$ cat config.mk
export PLATFORM = sky130hd
export DESIGN_NAME = datapath
export DESIGN_NICKNAME = d
export VERILOG_FILES = /design/src/source/acc_cpu_pkg.sv /design/src/source/datapath.sv
export VERILOG_INCLUDE_DIRS = /design/src /design/src/source
export SDC_FILE = /design/constraint.sdc
export NUM_CORES = 1
export LEC_CHECK = 0
export BUFFER_PORTS_ARGS = -buffer_cell sky130_fd_sc_hd__buf_2
export CORE_ASPECT_RATIO = 1.25
export CORE_UTILIZATION = 61
export DETAILED_ROUTE_END_ITERATION = 10
export GPL_ROUTABILITY_DRIVEN = 0
export GPL_TIMING_DRIVEN = 0
export PLACE_DENSITY = 0.8
export SLEW_MARGIN = 5
export SYNTH_ARGS = -nofsm -noshare
export SYNTH_HDL_FRONTEND = slang
export SYNTH_SLANG_ARGS = --single-unit
$ cat constraint.sdc
create_clock -name clk -period 20.3 [get_ports clk]
set_input_delay 1.015 -clock clk [delete_from_list [all_inputs] [get_ports clk]]
set_output_delay 1.015 -clock clk [all_outputs]
set_load 0.005 [all_outputs]
$ cat src/source/acc_cpu_cfg.svh
`ifndef ACC_CPU_CFG_SVH
`define ACC_CPU_CFG_SVH

// data and instruction word width
`define ACC_WORD_W 16

// opcode field at the top of every instruction
`define ACC_OP_W 6

// program and data memory share one address width
`define ACC_AW 8

// general registers r1..r4 and their index width
`define ACC_NUM_GPR 4
`define ACC_GPR_W 2

`endif

$ cat src/source/acc_cpu_pkg.sv
`include "acc_cpu_cfg.svh"

package acc_cpu_pkg;

    // instruction codes, anything unlisted runs as nop
    typedef enum logic [`ACC_OP_W-1:0] {
        OP_NOP    = 6'd0,
        OP_LDAC   = 6'd1,
        OP_LDIAC  = 6'd2,
        OP_STAC   = 6'd3,
        OP_MVACAR = 6'd4,
        OP_MVACR  = 6'd5,
        OP_MVACRN = 6'd6,
        OP_MVRNAC = 6'd7,
        OP_ADD    = 6'd8,
        OP_SUB    = 6'd9,
        OP_MUL    = 6'd10,
        OP_LSHIFT = 6'd11,
        OP_INAC   = 6'd12,
        OP_CLAC   = 6'd13,
        OP_JPNZ   = 6'd14,
        OP_JMPZ   = 6'd15,
        OP_END    = 6'd16
    } opcode_e;

    typedef struct packed {
        opcode_e                              opcode;
        logic [`ACC_WORD_W-`ACC_OP_W-1:0]     addr;  // only low ACC_AW bits used
    } mem_form_t;

    typedef struct packed {
        opcode_e                                        opcode;
        logic [`ACC_WORD_W-`ACC_OP_W-`ACC_GPR_W-1:0]    unused;
        logic [`ACC_GPR_W-1:0]                          gpr;
    } reg_form_t;

    // same ir word, decoded as address or register form
    typedef union packed {
        mem_form_t mem_form;
        reg_form_t reg_form;
    } instr_u;

    typedef enum logic [2:0] {
        ST_IDLE, ST_FETCH1, ST_FETCH2, ST_EXEC, ST_LD2, ST_ST2, ST_JMP2, ST_HALT
    } state_e;

    typedef enum logic [2:0] {
        BUS_NONE, BUS_PM, BUS_DM, BUS_IR_ADDR, BUS_AC, BUS_R, BUS_GPR
    } bus_src_e;

    typedef enum logic [2:0] {
        ALU_PASS, ALU_ADD, ALU_SUB, ALU_MUL, ALU_SHL
    } alu_op_e;

    typedef struct packed {
        bus_src_e              bus_src;
        logic                  ld_ir;
        logic                  ld_ar;
        logic                  ld_ac;
        logic                  ld_r;
        logic                  ld_gpr;
        logic                  ld_pc;
        logic                  inc_pc;
        logic                  inc_ac;
        logic                  clr_ac;
        logic                  alu_en;   // ac takes alu result instead of bus
        alu_op_e               alu_op;
        logic [`ACC_GPR_W-1:0] gpr_sel;
        logic                  dm_we;
    } ctrl_t;

endpackage

$ cat src/source/datapath.sv
`timescale 1ns/1ps
`include "acc_cpu_cfg.svh"

module datapath (
    input  logic                   clk,
    input  logic                   reset,
    input  acc_cpu_pkg::ctrl_t     ctrl,
    input  logic [`ACC_WORD_W-1:0] pm_data,
    input  logic [`ACC_WORD_W-1:0] dm_rdata,
    output acc_cpu_pkg::instr_u    ir,
    output logic [`ACC_AW-1:0]     ar,
    output logic [`ACC_AW-1:0]     pc,
    output logic [`ACC_WORD_W-1:0] bus,
    output logic                   ac_zero
);

    logic [`ACC_WORD_W-1:0] ac;
    logic [`ACC_WORD_W-1:0] r;
    logic [`ACC_WORD_W-1:0] gpr [`ACC_NUM_GPR];
    logic [`ACC_WORD_W-1:0] alu_y;

    // internal bus mux
    always_comb begin
        bus = '0;
        case (ctrl.bus_src)
            acc_cpu_pkg::BUS_PM:      bus = pm_data;
            acc_cpu_pkg::BUS_DM:      bus = dm_rdata;
            acc_cpu_pkg::BUS_IR_ADDR: bus[$bits(ir.mem_form.addr)-1:0] = ir.mem_form.addr;
            acc_cpu_pkg::BUS_AC:      bus = ac;
            acc_cpu_pkg::BUS_R:       bus = r;
            acc_cpu_pkg::BUS_GPR:     bus = gpr[ctrl.gpr_sel];
            default: ;  // none drives zero
        endcase
    end

    // alu takes its second operand from the bus
    always_comb begin
        case (ctrl.alu_op)
            acc_cpu_pkg::ALU_ADD: alu_y = ac + bus;
            acc_cpu_pkg::ALU_SUB: alu_y = ac - bus;
            acc_cpu_pkg::ALU_MUL: alu_y = ac * bus;       // low half only
            acc_cpu_pkg::ALU_SHL: alu_y = ac << bus[3:0];
            default:              alu_y = bus;
        endcase
    end

    always_ff @(posedge clk) begin
        if (reset) begin
            ac <= '0;
            r  <= '0;
            ar <= '0;
            pc <= '0;
            for (int i = 0; i < `ACC_NUM_GPR; i++) begin
                gpr[i] <= '0;
            end
        end else begin
            if (ctrl.clr_ac) begin
                ac <= '0;
            end else if (ctrl.inc_ac) begin
                ac <= ac + 1'b1;
            end else if (ctrl.ld_ac) begin
                ac <= ctrl.alu_en ? alu_y : bus;
            end
            if (ctrl.ld_r)   r <= bus;
            if (ctrl.ld_ar)  ar <= bus[`ACC_AW-1:0];
            if (ctrl.ld_gpr) gpr[ctrl.gpr_sel] <= bus;
            if (ctrl.ld_pc) begin
                pc <= bus[`ACC_AW-1:0];  // jump target or zero on halt
            end else if (ctrl.inc_pc) begin
                pc <= pc + 1'b1;
            end
        end
    end

    // instruction register loads in fetch1
    always_ff @(posedge clk) begin
        if (ctrl.ld_ir) begin
            ir <= bus;
        end
    end

    assign ac_zero = (ac == '0);

    a_alu_operand: assert property (@(posedge clk) disable iff (reset)
        (ctrl.ld_ac && ctrl.alu_en) |-> (ctrl.bus_src != acc_cpu_pkg::BUS_NONE))
        else $error("datapath: alu result loaded with no operand on the bus");

endmodule

## Word level (Yosys, flattened, before mapping)

Memory sizes are Yosys's and may differ from the RTL's.
Cells that the tools add are included.

| word-level totals | value |
|---|---|
| input bits | 53 |
| memories | 1 |
| word-level logic and storage cells | 43 |
| output and inout bits | 49 |
| memory bits (writable) | 64 |
| register bits | 64 |

Memory list:

| memory | depth | bits a word | rd ports | clocked after Yosys merged registers in | wr ports | RTL line | RTL |
|---|---|---|---|---|---|---|---|
| gpr | 4 | 16 | 1 | 0 | 4 | datapath.sv:19 | `` logic [`ACC_WORD_W-1:0] gpr [`ACC_NUM_GPR]; `` |

| cells by class | value |
|---|---|
| shifts and indexed selects | 1 |
| add/sub/neg operators | 4 |
| multipliers | 1 |
| equal/unequal tests | 10 |
| multiplexer cells | 16 |
| reduce and logical (&&, ||, !) cells | 5 |

Operators with widths:

| operator | count |
|---|---|
| two-way mux 16 bit | 4 |
| case mux 16 bit (4 select lines) | 1 |
| case mux 10 bit (6 select lines) | 1 |
| case mux 6 bit (5 select lines) | 1 |
| adder 16 x 1 -> 16 bit (second input constant) | 1 |
| adder 16 bit | 1 |
| zero test 16 bit | 1 |
| multiplier 16 x 16 -> 16 bit | 1 |
| two-way mux 8 bit | 2 |
| OR reduction 16 bit | 1 |
| left shift 16 x 4 -> 16 bit | 1 |
| subtractor 16 bit | 1 |
| == test 3 x 2 -> 1 bit (second input constant) | 4 |
| == test 3 bit (second input constant) | 4 |
| adder 8 x 1 -> 8 bit (second input constant) | 1 |
| == test 3 x 1 -> 1 bit (second input constant) | 2 |
| two-way mux 1 bit | 6 |
| nonzero test 2 bit | 2 |
| two-way mux 2 bit | 1 |
| OR reduction 2 bit | 1 |

## Longest topological paths before layout

Gate-level depths: netlist (run 1).

| logic depth | value |
|---|---|
| depth in word-level cells | 7 |
| gate-level depth with buffers | 30 |
| depth with buffers taken out | 26 |

## Worst setup path before layout (run 1)

OpenSTA, ideal clock, no wires.

| timing path | value |
|---|---|
| path type | input -> register |
| from | input ctrl[18] (netlist bit) |
| to | register ac[15] |
| setup time | 0.122 ns |
| path buffers | 4 |
| slack | 12.539 ns |
| required time | 20.178 ns |
| arrival time | 7.639 ns |
| stages on the path | 28 |
| cells stage by stage | buf_2 buf_4 mux2_2 a221o_1 a22oi_1 inv_1 buf_1 buf_1 and2_1 fa_1 inv_1 fa_1 inv_1 fa_1 fa_1 inv_1 fa_1 fa_1 xor2_1 xnor2_1 xnor2_1 xnor2_1 xnor2_1 xnor2_1 xnor3_1 xor2_1 a221oi_2 a21oi_1 |

| on the way | value |
|---|---|
| word-level cells in the longest chain between the ends | 7 |
| elaborated cells on any way between the ends | 16 |
| those cells by class | add/sub (2); mul (1); eq/ne (6); shift (1); mux (6) |

RTL lines:

| item | RTL line | RTL |
|---|---|---|
| start: declaration | datapath.sv:7 | `input acc_cpu_pkg::ctrl_t ctrl,` |
| == test 3 bit (tied with other cells) | datapath.sv:25 | `case (ctrl.bus_src)` |
| case mux 10 bit (6 select lines) (*) | datapath.sv:25 |  |
| named net bus[2] | datapath.sv:13 | `` output logic [`ACC_WORD_W-1:0] bus, `` |
| multiplier 16 x 16 -> 16 bit (tied with other cells) | datapath.sv:41 | `acc_cpu_pkg::ALU_MUL: alu_y = ac * bus;` |
| case mux 16 bit (4 select lines) (*) | datapath.sv:38 | `case (ctrl.alu_op)` |
| two-way mux 16 bit (*) | datapath.sv:62 | `ac <= ctrl.alu_en ? alu_y : bus;` |
| two-way mux 16 bit (*) | datapath.sv:61 | `end else if (ctrl.ld_ac) begin` |
| two-way mux 16 bit (*) | datapath.sv:59 | `end else if (ctrl.inc_ac) begin` |
| end signal: assignment | datapath.sv:60 | `ac <= ac + 1'b1;` |
| end signal: assignment | datapath.sv:62 |  |
| end: declaration | datapath.sv:17 | `` logic [`ACC_WORD_W-1:0] ac; `` |

The timed path passes the listed nets; every way through them passes the cells marked *. The select of a mux whose other input is x is not followed.
A chain may end at the register's enable or synchronous reset.

## Worst setup path after layout (run 1)

| timing path | value |
|---|---|
| from | input ctrl[18] (netlist bit) |
| to | register ac[14] |

| on the way | value |
|---|---|
| word-level cells in the longest chain between the ends | 7 |
| elaborated cells on any way between the ends | 16 |
| those cells by class | add/sub (2); mul (1); eq/ne (6); shift (1); mux (6) |

RTL lines:

| item | RTL line |
|---|---|
| == test 3 bit (tied with other cells) | datapath.sv:25 |
| case mux 10 bit (6 select lines) / case mux 6 bit (5 select lines) (equally long branches) | datapath.sv:25 |
| multiplier 16 x 16 -> 16 bit (tied with other cells) | datapath.sv:41 |
| case mux 16 bit (4 select lines) | datapath.sv:38 |
| two-way mux 16 bit (*) | datapath.sv:62 |
| two-way mux 16 bit (*) | datapath.sv:61 |
| two-way mux 16 bit (*) | datapath.sv:59 |

Mark *: on every way between the ends. The rest lies on a longest branch, timed or not. The select of a mux whose other input is x is not followed.

==> flow_summary.ini, run 1 <==
[detailed_routing]
wl_met3_um = 4851
routedWlPerCell_um = 22.42
dr.pass1.iters = 9
routed_via_density = 6.359
drt_iter0_drc = 1617
wl_met1_um = 12750
routed_wl_um = 38290
num_vias = 10860
drc = 0
ant_nets = 0
top_layer = met4
wl_met2_um = 17190

[global_route]
antenna_found_initial = 0
grtUsageTotal = 0.3859
grt_max_degree = 17
globalRouteOverflowTotal = 0
grt_pass1_vias = 10830
grt_pass1_wl_um = 58390

[critical_path]
cp_common_cell = fa_1
path_class = in -> reg
cp.required_ps = 20610
start_kind = primary input
path_max_fanout = 10
worstPathArrival_ps = 9490
cp_top_family = adder cells
path_buf_inv = 9
end_kind = register
slowest_stage = a22oi_1
rrSetupSlack_ps = 12180
slowest_delay_ps = 980

[clock_tree]
post_cts_buffers = 0
cts_resized = 0
clock_latency_ps = 430
h-tree-depth = 4
cts_sinks = 128
clkTransAtPathRegs_ps = 60
clock_path_buffers = 2
numCtsBuffers = 17
root_buffer = clkbuf_16
cts_tree = done
ctsHoldBuffers = 0

[synth]
synth_flop_cell = edfxtp_1
synthTopCellsByArea = edfxtp_1 20%, fa_1 13%, dfxtp_1 8.0%
synth-edff-count = 80
syn_nets = 1520
ys_seq_area_frac = 0.2798
synth_area_per_cell_um2 = 9.134
syn-cell-area_mm2 = 0.01202
netlist.area_leader.share = 0.1999
postSynth.asyncResetShare = 0
syn_inst = 1316
synth_warnings = 0
synth.largest_area_cell = edfxtp_1
ys_ff_latch = 128
ys_types = 76

[place]
dpl.hpwl_um = 28970
dp_cells = 1676
place_area_mm2 = 0.01283
place_ws_ps = 10930
port_buffers = 95

[timing]
rsz0062_at_grt = no
clock.fmax_mhz = 109.0
slew_violations = 0
setup_violations = 0
hold_violations = 0
relSlewSlack = 0.02798
setup_slack_ps = 11130
hold_ws_ps = 484.9
fin_skew_ps = 10.81
tightest_slew_ps = 1458
timing.final.crit_period_ps = 9174
fin_crit_sh = 0.4519
finalSetupTns_ps = 0

[die]
die-area_mm2 = 0.02027
io_pins = 102
die_y_um = 158.9
fp-row-count = 57
core_area_mm2 = 0.01940
die_w_um = 127.6
initial_core_util = 0.6196

[status]
outcome = complete, no violations

[hold_path]
hold_class = reg -> reg

[cells_and_area]
area_delta_synth_final_pct = 11.69
diodes = 0
drive_above_1_share = 0.1310
layout_common_cells = 172 x nor2_1, 132 x inv_1, 121 x nand2_1
nNetsFinal = 1634
final_cells = 1708
final_common_cell = nor2_1
design_area_mm2 = 0.01343

[power]
p_leak_nw = 5.878
ir_worst_vdd_uv = 45.55
p_per_area_mw_per_mm2 = 62.34

[run]
drv_cap = 0
-- sequential cells by signal, summed over array words and instances (netlist names) --
name and cells:
ar 8, ir 16, gpr 64, ac 16, r 16, pc 8
-- layer usage --
metal	vias up	track usage
met4	0	0.2971
met3	240	0.08233
met2	849	0.6170
li1	4727	-
met5	-	0
met1	5045	0.4521
-- synthesized netlist by cell type (26+ instances only) --
library cell  count
a211oi_1         36
mux2i_1          55
edfxtp_1         80
and2_1           27
a21oi_1          56
clkbuf_1         68
nor2b_1          29
dfxtp_1          48
ha_1             70
nand2_1         121
o21ai_0          26
fa_1             81
nor2_1          172
xnor2_1          54
inv_1           132
-- cell families (layout without fill, tap and decap cells) --
kind of cell	count (synthesis)	after routing	share of synthesized area
AO/OA/AOI/OAI	219	219	0.1299
XOR/XNOR	72	72	0.05704
adder cells (fa/ha/maj)	151	151	0.2078
buffers and inverters	233	360	0.07619
flip-flops	128	128	0.2798
multiplexers	83	83	0.08702
AND/OR/NAND/NOR	430	430	0.1623
-- worst reg2reg max path: cells and delay by family (launching register included) --
kind                     cells  cell delay [ps]
AO/OA/AOI/OAI                7             2700
XOR/XNOR                     1              310
adder cells (fa/ha/maj)      7             3310
buffers and inverters        6             1130
flip-flops                   1              330
AND/OR/NAND/NOR              2              210
-- where the power goes --
group | internal [W] | total, W | switching [W]
clock network | 0.000175 | 0.000309 | 0.000134
registers | 0.000293 | 0.000302 | 0.00000941
logic | 0.0000803 | 0.000226 | 0.000146
-- path summary, 6_finish.rpt --
| path | cells after the start | start | end |
|---|---|---|---|
| max reg2reg | 23 | ac[6] | ac[14] |
| min | 2 | ar[7] | ar[7] |
| max | 27 | ctrl[18] | ac[14] |
| min reg2reg | 2 | ar[7] | ar[7] |
-- final cells by class --
class | instances | area [um2]
plain buffers | 94 | 389.1
multi-input cells | 955 | 7750
repair buffers | 95 | 475.5
well taps | 265 | 331.6
clock inverters | 15 | 163.9
inverters | 139 | 526.8
clock buffers | 17 | 425.4
fillers | 1492 | 5973
flip-flops and latches | 128 | 3363
-- through the flow --
stage / total power (W) / util
floorplan: 0.0004470 / -
global placement: 0.0005197 / 0.6612
detailed placement: 0.0005228 / 0.6614
CTS: 0.0008244 / 0.6918
global route: 0.0008579 / 0.6921
finish: 0.0008370 / 0.6921
No activity file was read; power rests on OpenSTA's default activity.
==> inputs of run 2 (changes only) <==
==> constraint.sdc (replaced) <==
create_clock -name clk -period 8.6 [get_ports clk]
set_input_delay 0.43 -clock clk [delete_from_list [all_inputs] [get_ports clk]]
set_output_delay 0.43 -clock clk [all_outputs]
set_load 0.005 [all_outputs]
==> run 2 against run 1 <==
Compared with the run above: combinational power is 140% higher; core utilization hardly changed; die area stayed put; hold slack worse by 120 ps; sequential power is 140% higher.
==> flow_summary.ini, run 2 (synthesis results as in run 1) <==
[clock_tree]
cts_tree = done
clkTransAtPathRegs_ps = 60
root_buffer = clkbuf_16
cts_sinks = 128
h-tree-depth = 4
numCtsBuffers = 17
clock_latency_ps = 430
clock_path_buffers = 2
post_cts_buffers = 0

[critical_path]
path_class = in -> reg
worstPathArrival_ps = 8760
end_kind = register
path_max_fanout = 11
start_kind = primary input
cp.required_ps = 8910

[cells_and_area]
area_delta_synth_final_pct = 11.74
drive_above_1_share = 0.1324
nFillCells = 1490
top_register = gpr
layout_common_cells = 172 x nor2_1, 132 x inv_1, 121 x nand2_1
final_common_cell = nor2_1
largest_register_ffs = 64
final_cells = 1708
nNetsFinal = 1634
diodes = 0
final_util = 0.6924

[place]
port_buffers = 95
dpl.hpwl_um = 28970
dp_cells = 1676

[detailed_routing]
num_vias = 10960
ant_nets = 0
routedWlPerCell_um = 22.45
drc = 0
dr.pass1.iters = 6
routed_via_density = 6.417
routed_wl_um = 38350
drt_iter0_drc = 1668

[timing]
timing.final.crit_period_ps = 8449
fin_crit_sh = 0.9825
relSlewSlack = 0.03729
hold_violations = 0
clock.fmax_mhz = 118.4
hold_ws_ps = 366.1
tightest_slew_ps = 1444
finalSetupTns_ps = 0
fin_skew_ps = 8.409
setup_violations = 0
slew_violations = 0
rsz0062_at_grt = no

[global_route]
antenna_found_initial = 0
grt_pass1_wl_um = 58390
grt_pass1_vias = 10830
grtUsageTotal = 0.3859
grt_max_degree = 17
globalRouteOverflowTotal = 0

[hold_path]
hold_class = in -> reg

[status]
outcome = complete, no violations

[die]
fp-row-count = 57
die-area_mm2 = 0.02027
initial_core_util = 0.6196
die_y_um = 158.9
die_w_um = 127.6
core_area_mm2 = 0.01940
io_pins = 102

[power]
p_leak_nw = 5.881
ir_worst_vdd_uv = 106.0
p_per_area_mw_per_mm2 = 147.1

[run]
drv_cap = 0
run 2: cell counts in the layout (fill, tap and decap cells not counted):
No cell type changed its count.
run 2: metrics by stage:
stage          instance area (um2)  power [W]  setup WS [ps]
2_1_floorplan                12020   0.001055           1424
3_3_place_gp                 12830   0.001227         -241.0
3_5_place_dp                 12830   0.001234         -189.6
4_1_cts                      13420   0.001946          207.2
5_1_grt                      13430   0.002026          25.68
6_report                     13430   0.001975          150.6
run 2: area by class of cell:
type	instances	area [um2]	share of cell area
repair buffers	95	475.5	0.03540
well taps	265	331.6	0.02469
clock buffers	17	425.4	0.03167
inverters	139	526.8	0.03922
flip-flops and latches	128	3363	0.2504
plain buffers	94	390.4	0.02906
multi-input cells	955	7755	0.5774
clock inverters	15	163.9	0.01220
run 2: worst paths after layout:
check | startpoint | to | slack, ps | depth (start not counted)
worst max register to register | gpr[0][4] | ac[14] | 480 | 25
worst min register to register | ar[7] | ar[7] | 480 | 2
worst max-delay path | ctrl[18] | ac[14] | 150 | 28
worst min-delay path | ctrl[7] | ac[11] | 370 | 3
run 2: report_power, final:
group	total [W]	internal [W]	switching (W)
clock network	0.000728	0.000412	0.000316
registers	0.000714	0.000692	0.0000221
logic	0.000534	0.000190	0.000344
run 2: critical path, cell delays in order:
cell	delay, ps
buf_2	100
buf_2	180
nor2b_1	130
buf_2	240
clkbuf_1	410
a221o_1	290
a22oi_1	220
inv_1	240
buf_1	430
buf_1	630
nand2_1	160
fa_1	530
fa_1	580
fa_1	450
fa_1	550
inv_1	50
fa_1	500
inv_1	50
fa_1	480
inv_1	50
ha_1	320
a21o_1	190
a41oi_1	360
o21ai_0	190
xnor2_1	310
o22ai_1	230
a2111oi_0	340
nor2_1	90
run 2: repair_timing:
action                                  in CTS  in global routing
hold buffers                                 0                  0
gates resized for setup                      0                  4
endpoints found under the setup margin       0                  2
run 2: metal layers:
layer	up-vias	wire length, um	track usage
li1	4726	-	-
met1	5141	13210	0.4521
met2	857	17320	0.6170
met3	237	4366	0.08233
met4	0	3451	0.2971
met5	-	0	0
==> inputs of run 3 (changes only) <==
--- a/config.mk
+++ b/config.mk
@@ -12,7 +12,7 @@
 export DETAILED_ROUTE_END_ITERATION = 10
 export GPL_ROUTABILITY_DRIVEN = 0
 export GPL_TIMING_DRIVEN = 0
-export PLACE_DENSITY = 0.8
+export PLACE_DENSITY_LB_ADDON = 0.08
 export SLEW_MARGIN = 5
 export SYNTH_ARGS = -nofsm -noshare
 export SYNTH_HDL_FRONTEND = slang
==> run 3 against run 2 <==
Compared with the run above: die area is the same; first-iteration DRC count shrank 12%; count of clock-buffer cells in the layout grew 6; sequential share of layout area shrank 0.15 points; clock power grew 9.3%; maximum frequency grew 1.7%; cell count is essentially flat; largest cell class unchanged; largest power group unchanged.
==> flow_summary.ini, run 3 (synthesis results as in run 1) <==
[clock_tree]
clock_path_buffers = 2
numCtsBuffers = 17
post_cts_buffers = 0
h-tree-depth = 4
clkTransAtPathRegs_ps = 60
clock_latency_ps = 430
cts_sinks = 128
root_buffer = clkbuf_16
cts_resized = 0
cts_tree = done
ctsHoldBuffers = 0

[critical_path]
end_kind = register
worstPathArrival_ps = 8610
cp_common_cell = inv_1
start_kind = primary input
path_max_fanout = 10
cp.required_ps = 8910
slowest_stage = clkbuf_1
path_class = in -> reg
slowest_delay_ps = 750

[hold_path]
hold_class = in -> reg

[place]
dpl.hpwl_um = 29870
port_buffers = 95
place_area_mm2 = 0.01283

[cells_and_area]
diodes = 0
largest_register_ffs = 64
drive_above_1_share = 0.1331
top_register = gpr
final_common_cell = nor2_1
design_area_mm2 = 0.01351
layout_common_cells = 172 x nor2_1, 132 x inv_1, 121 x nand2_1
nFillCells = 1591
area_delta_synth_final_pct = 12.40
nNetsFinal = 1633

[global_route]
grt_pass1_vias = 10880
globalRouteOverflowTotal = 0
grt_max_degree = 17
grtUsageTotal = 0.4183
antenna_found_initial = 1
grt_pass1_wl_um = 62090

[power]
sequentialPowerShare = 0.347
sw_frac_of_total = 0.3283
p_per_area_mw_per_mm2 = 152.2
power_report.internal_total_w = 0.001381
power_w = 0.002057
power.switching_w = 0.0006752
p_leak_nw = 5.922
p_clk_frac = 0.387
ir_worst_vdd_uv = 109.7
comb_power_share = 0.266

[die]
fp-row-count = 57
core_area_mm2 = 0.01940
die-area_mm2 = 0.02027
die_y_um = 158.9
io_pins = 102
initial_core_util = 0.6196
die_w_um = 127.6

[run]
drv_cap = 0

[timing]
finalSetupTns_ps = 0
fin_skew_ps = 13.08
tightest_slew_ps = 1280
relSlewSlack = 0.1470
clock.fmax_mhz = 120.4
fin_crit_sh = 0.9658
rsz0062_at_grt = no
slew_violations = 0
hold_violations = 0
timing.final.crit_period_ps = 8306
setup_violations = 0

[detailed_routing]
num_vias = 10900
routedWlPerCell_um = 23.78
dr.pass1.iters = 7
routed_via_density = 6.388
routed_wl_um = 40600
drc = 0
ant_nets = 0
drt_iter0_drc = 1463

[status]
outcome = complete, no violations
run 3: cell count changes in the layout (fill, tap and decap cells not counted), sizes merged:
cell,change
clkinv,+3
inv,-7
clkinvlp,-2
buf,-2
clkbuf,+7
run 3: metal layers:
layer,GRT usage,vias to the layer above,routed length [um]
li1,-,4720,-
met4,0.3019,0,3492
met2,0.6647,735,18630
met5,0,-,0
met3,0.1126,251,4682
met1,0.4863,5198,13790
run 3: final timing paths:
kind	startpoint	to	slack [ps]	cells after the start
max	ctrl[18]	ac[14]	290	29
min	ctrl[10]	pc[0]	380	3
max reg2reg	gpr[3][3]	ac[14]	620	25
min reg2reg	ar[2]	ar[2]	480	2
run 3: layout make-up:
type	instances	area, um2	share of cell area
Multi-Input combinational cell	955	7760	0.5744
Sequential cell	128	3363	0.2489
Clock buffer	23	564.3	0.04177
Inverter	139	526.8	0.03899
Timing Repair Buffer	95	475.5	0.03519
Buffer	93	386.6	0.02862
Tap cell	265	331.6	0.02454
Clock inverter	9	102.6	0.007594
run 3: power by group through the flow:
stage	clock network [W]	registers (W)	logic, W
after floorplan	0	0.000718	0.000337
after global placement	0	0.000723	0.000517
after detailed placement	0	0.000724	0.000521
after CTS	0.000790	0.000711	0.000527
after global routing	0.000815	0.000715	0.000582
final	0.000796	0.000713	0.000547
run 3: stage by stage:
step           hold WS, ps    util  std cells  setup WS (ps)
2_1_floorplan        454.4       -       1316           1424
3_3_place_gp         466.6  0.6612       1676         -241.3
3_5_place_dp         477.5  0.6614       1676         -259.3
4_1_cts              382.1  0.6958       1708          92.12
5_1_grt              397.3  0.6965       1707          13.70
6_report             384.4  0.6965       1707          293.9
run 3: worst max-delay path, delay by kind of cell:
kind	cells	cell delay [ps]
compound gates	7	2330
xor+xnor	1	290
fa+ha+maj	7	2840
buf+inv	11	2150
simple gates	2	200
mux	1	360
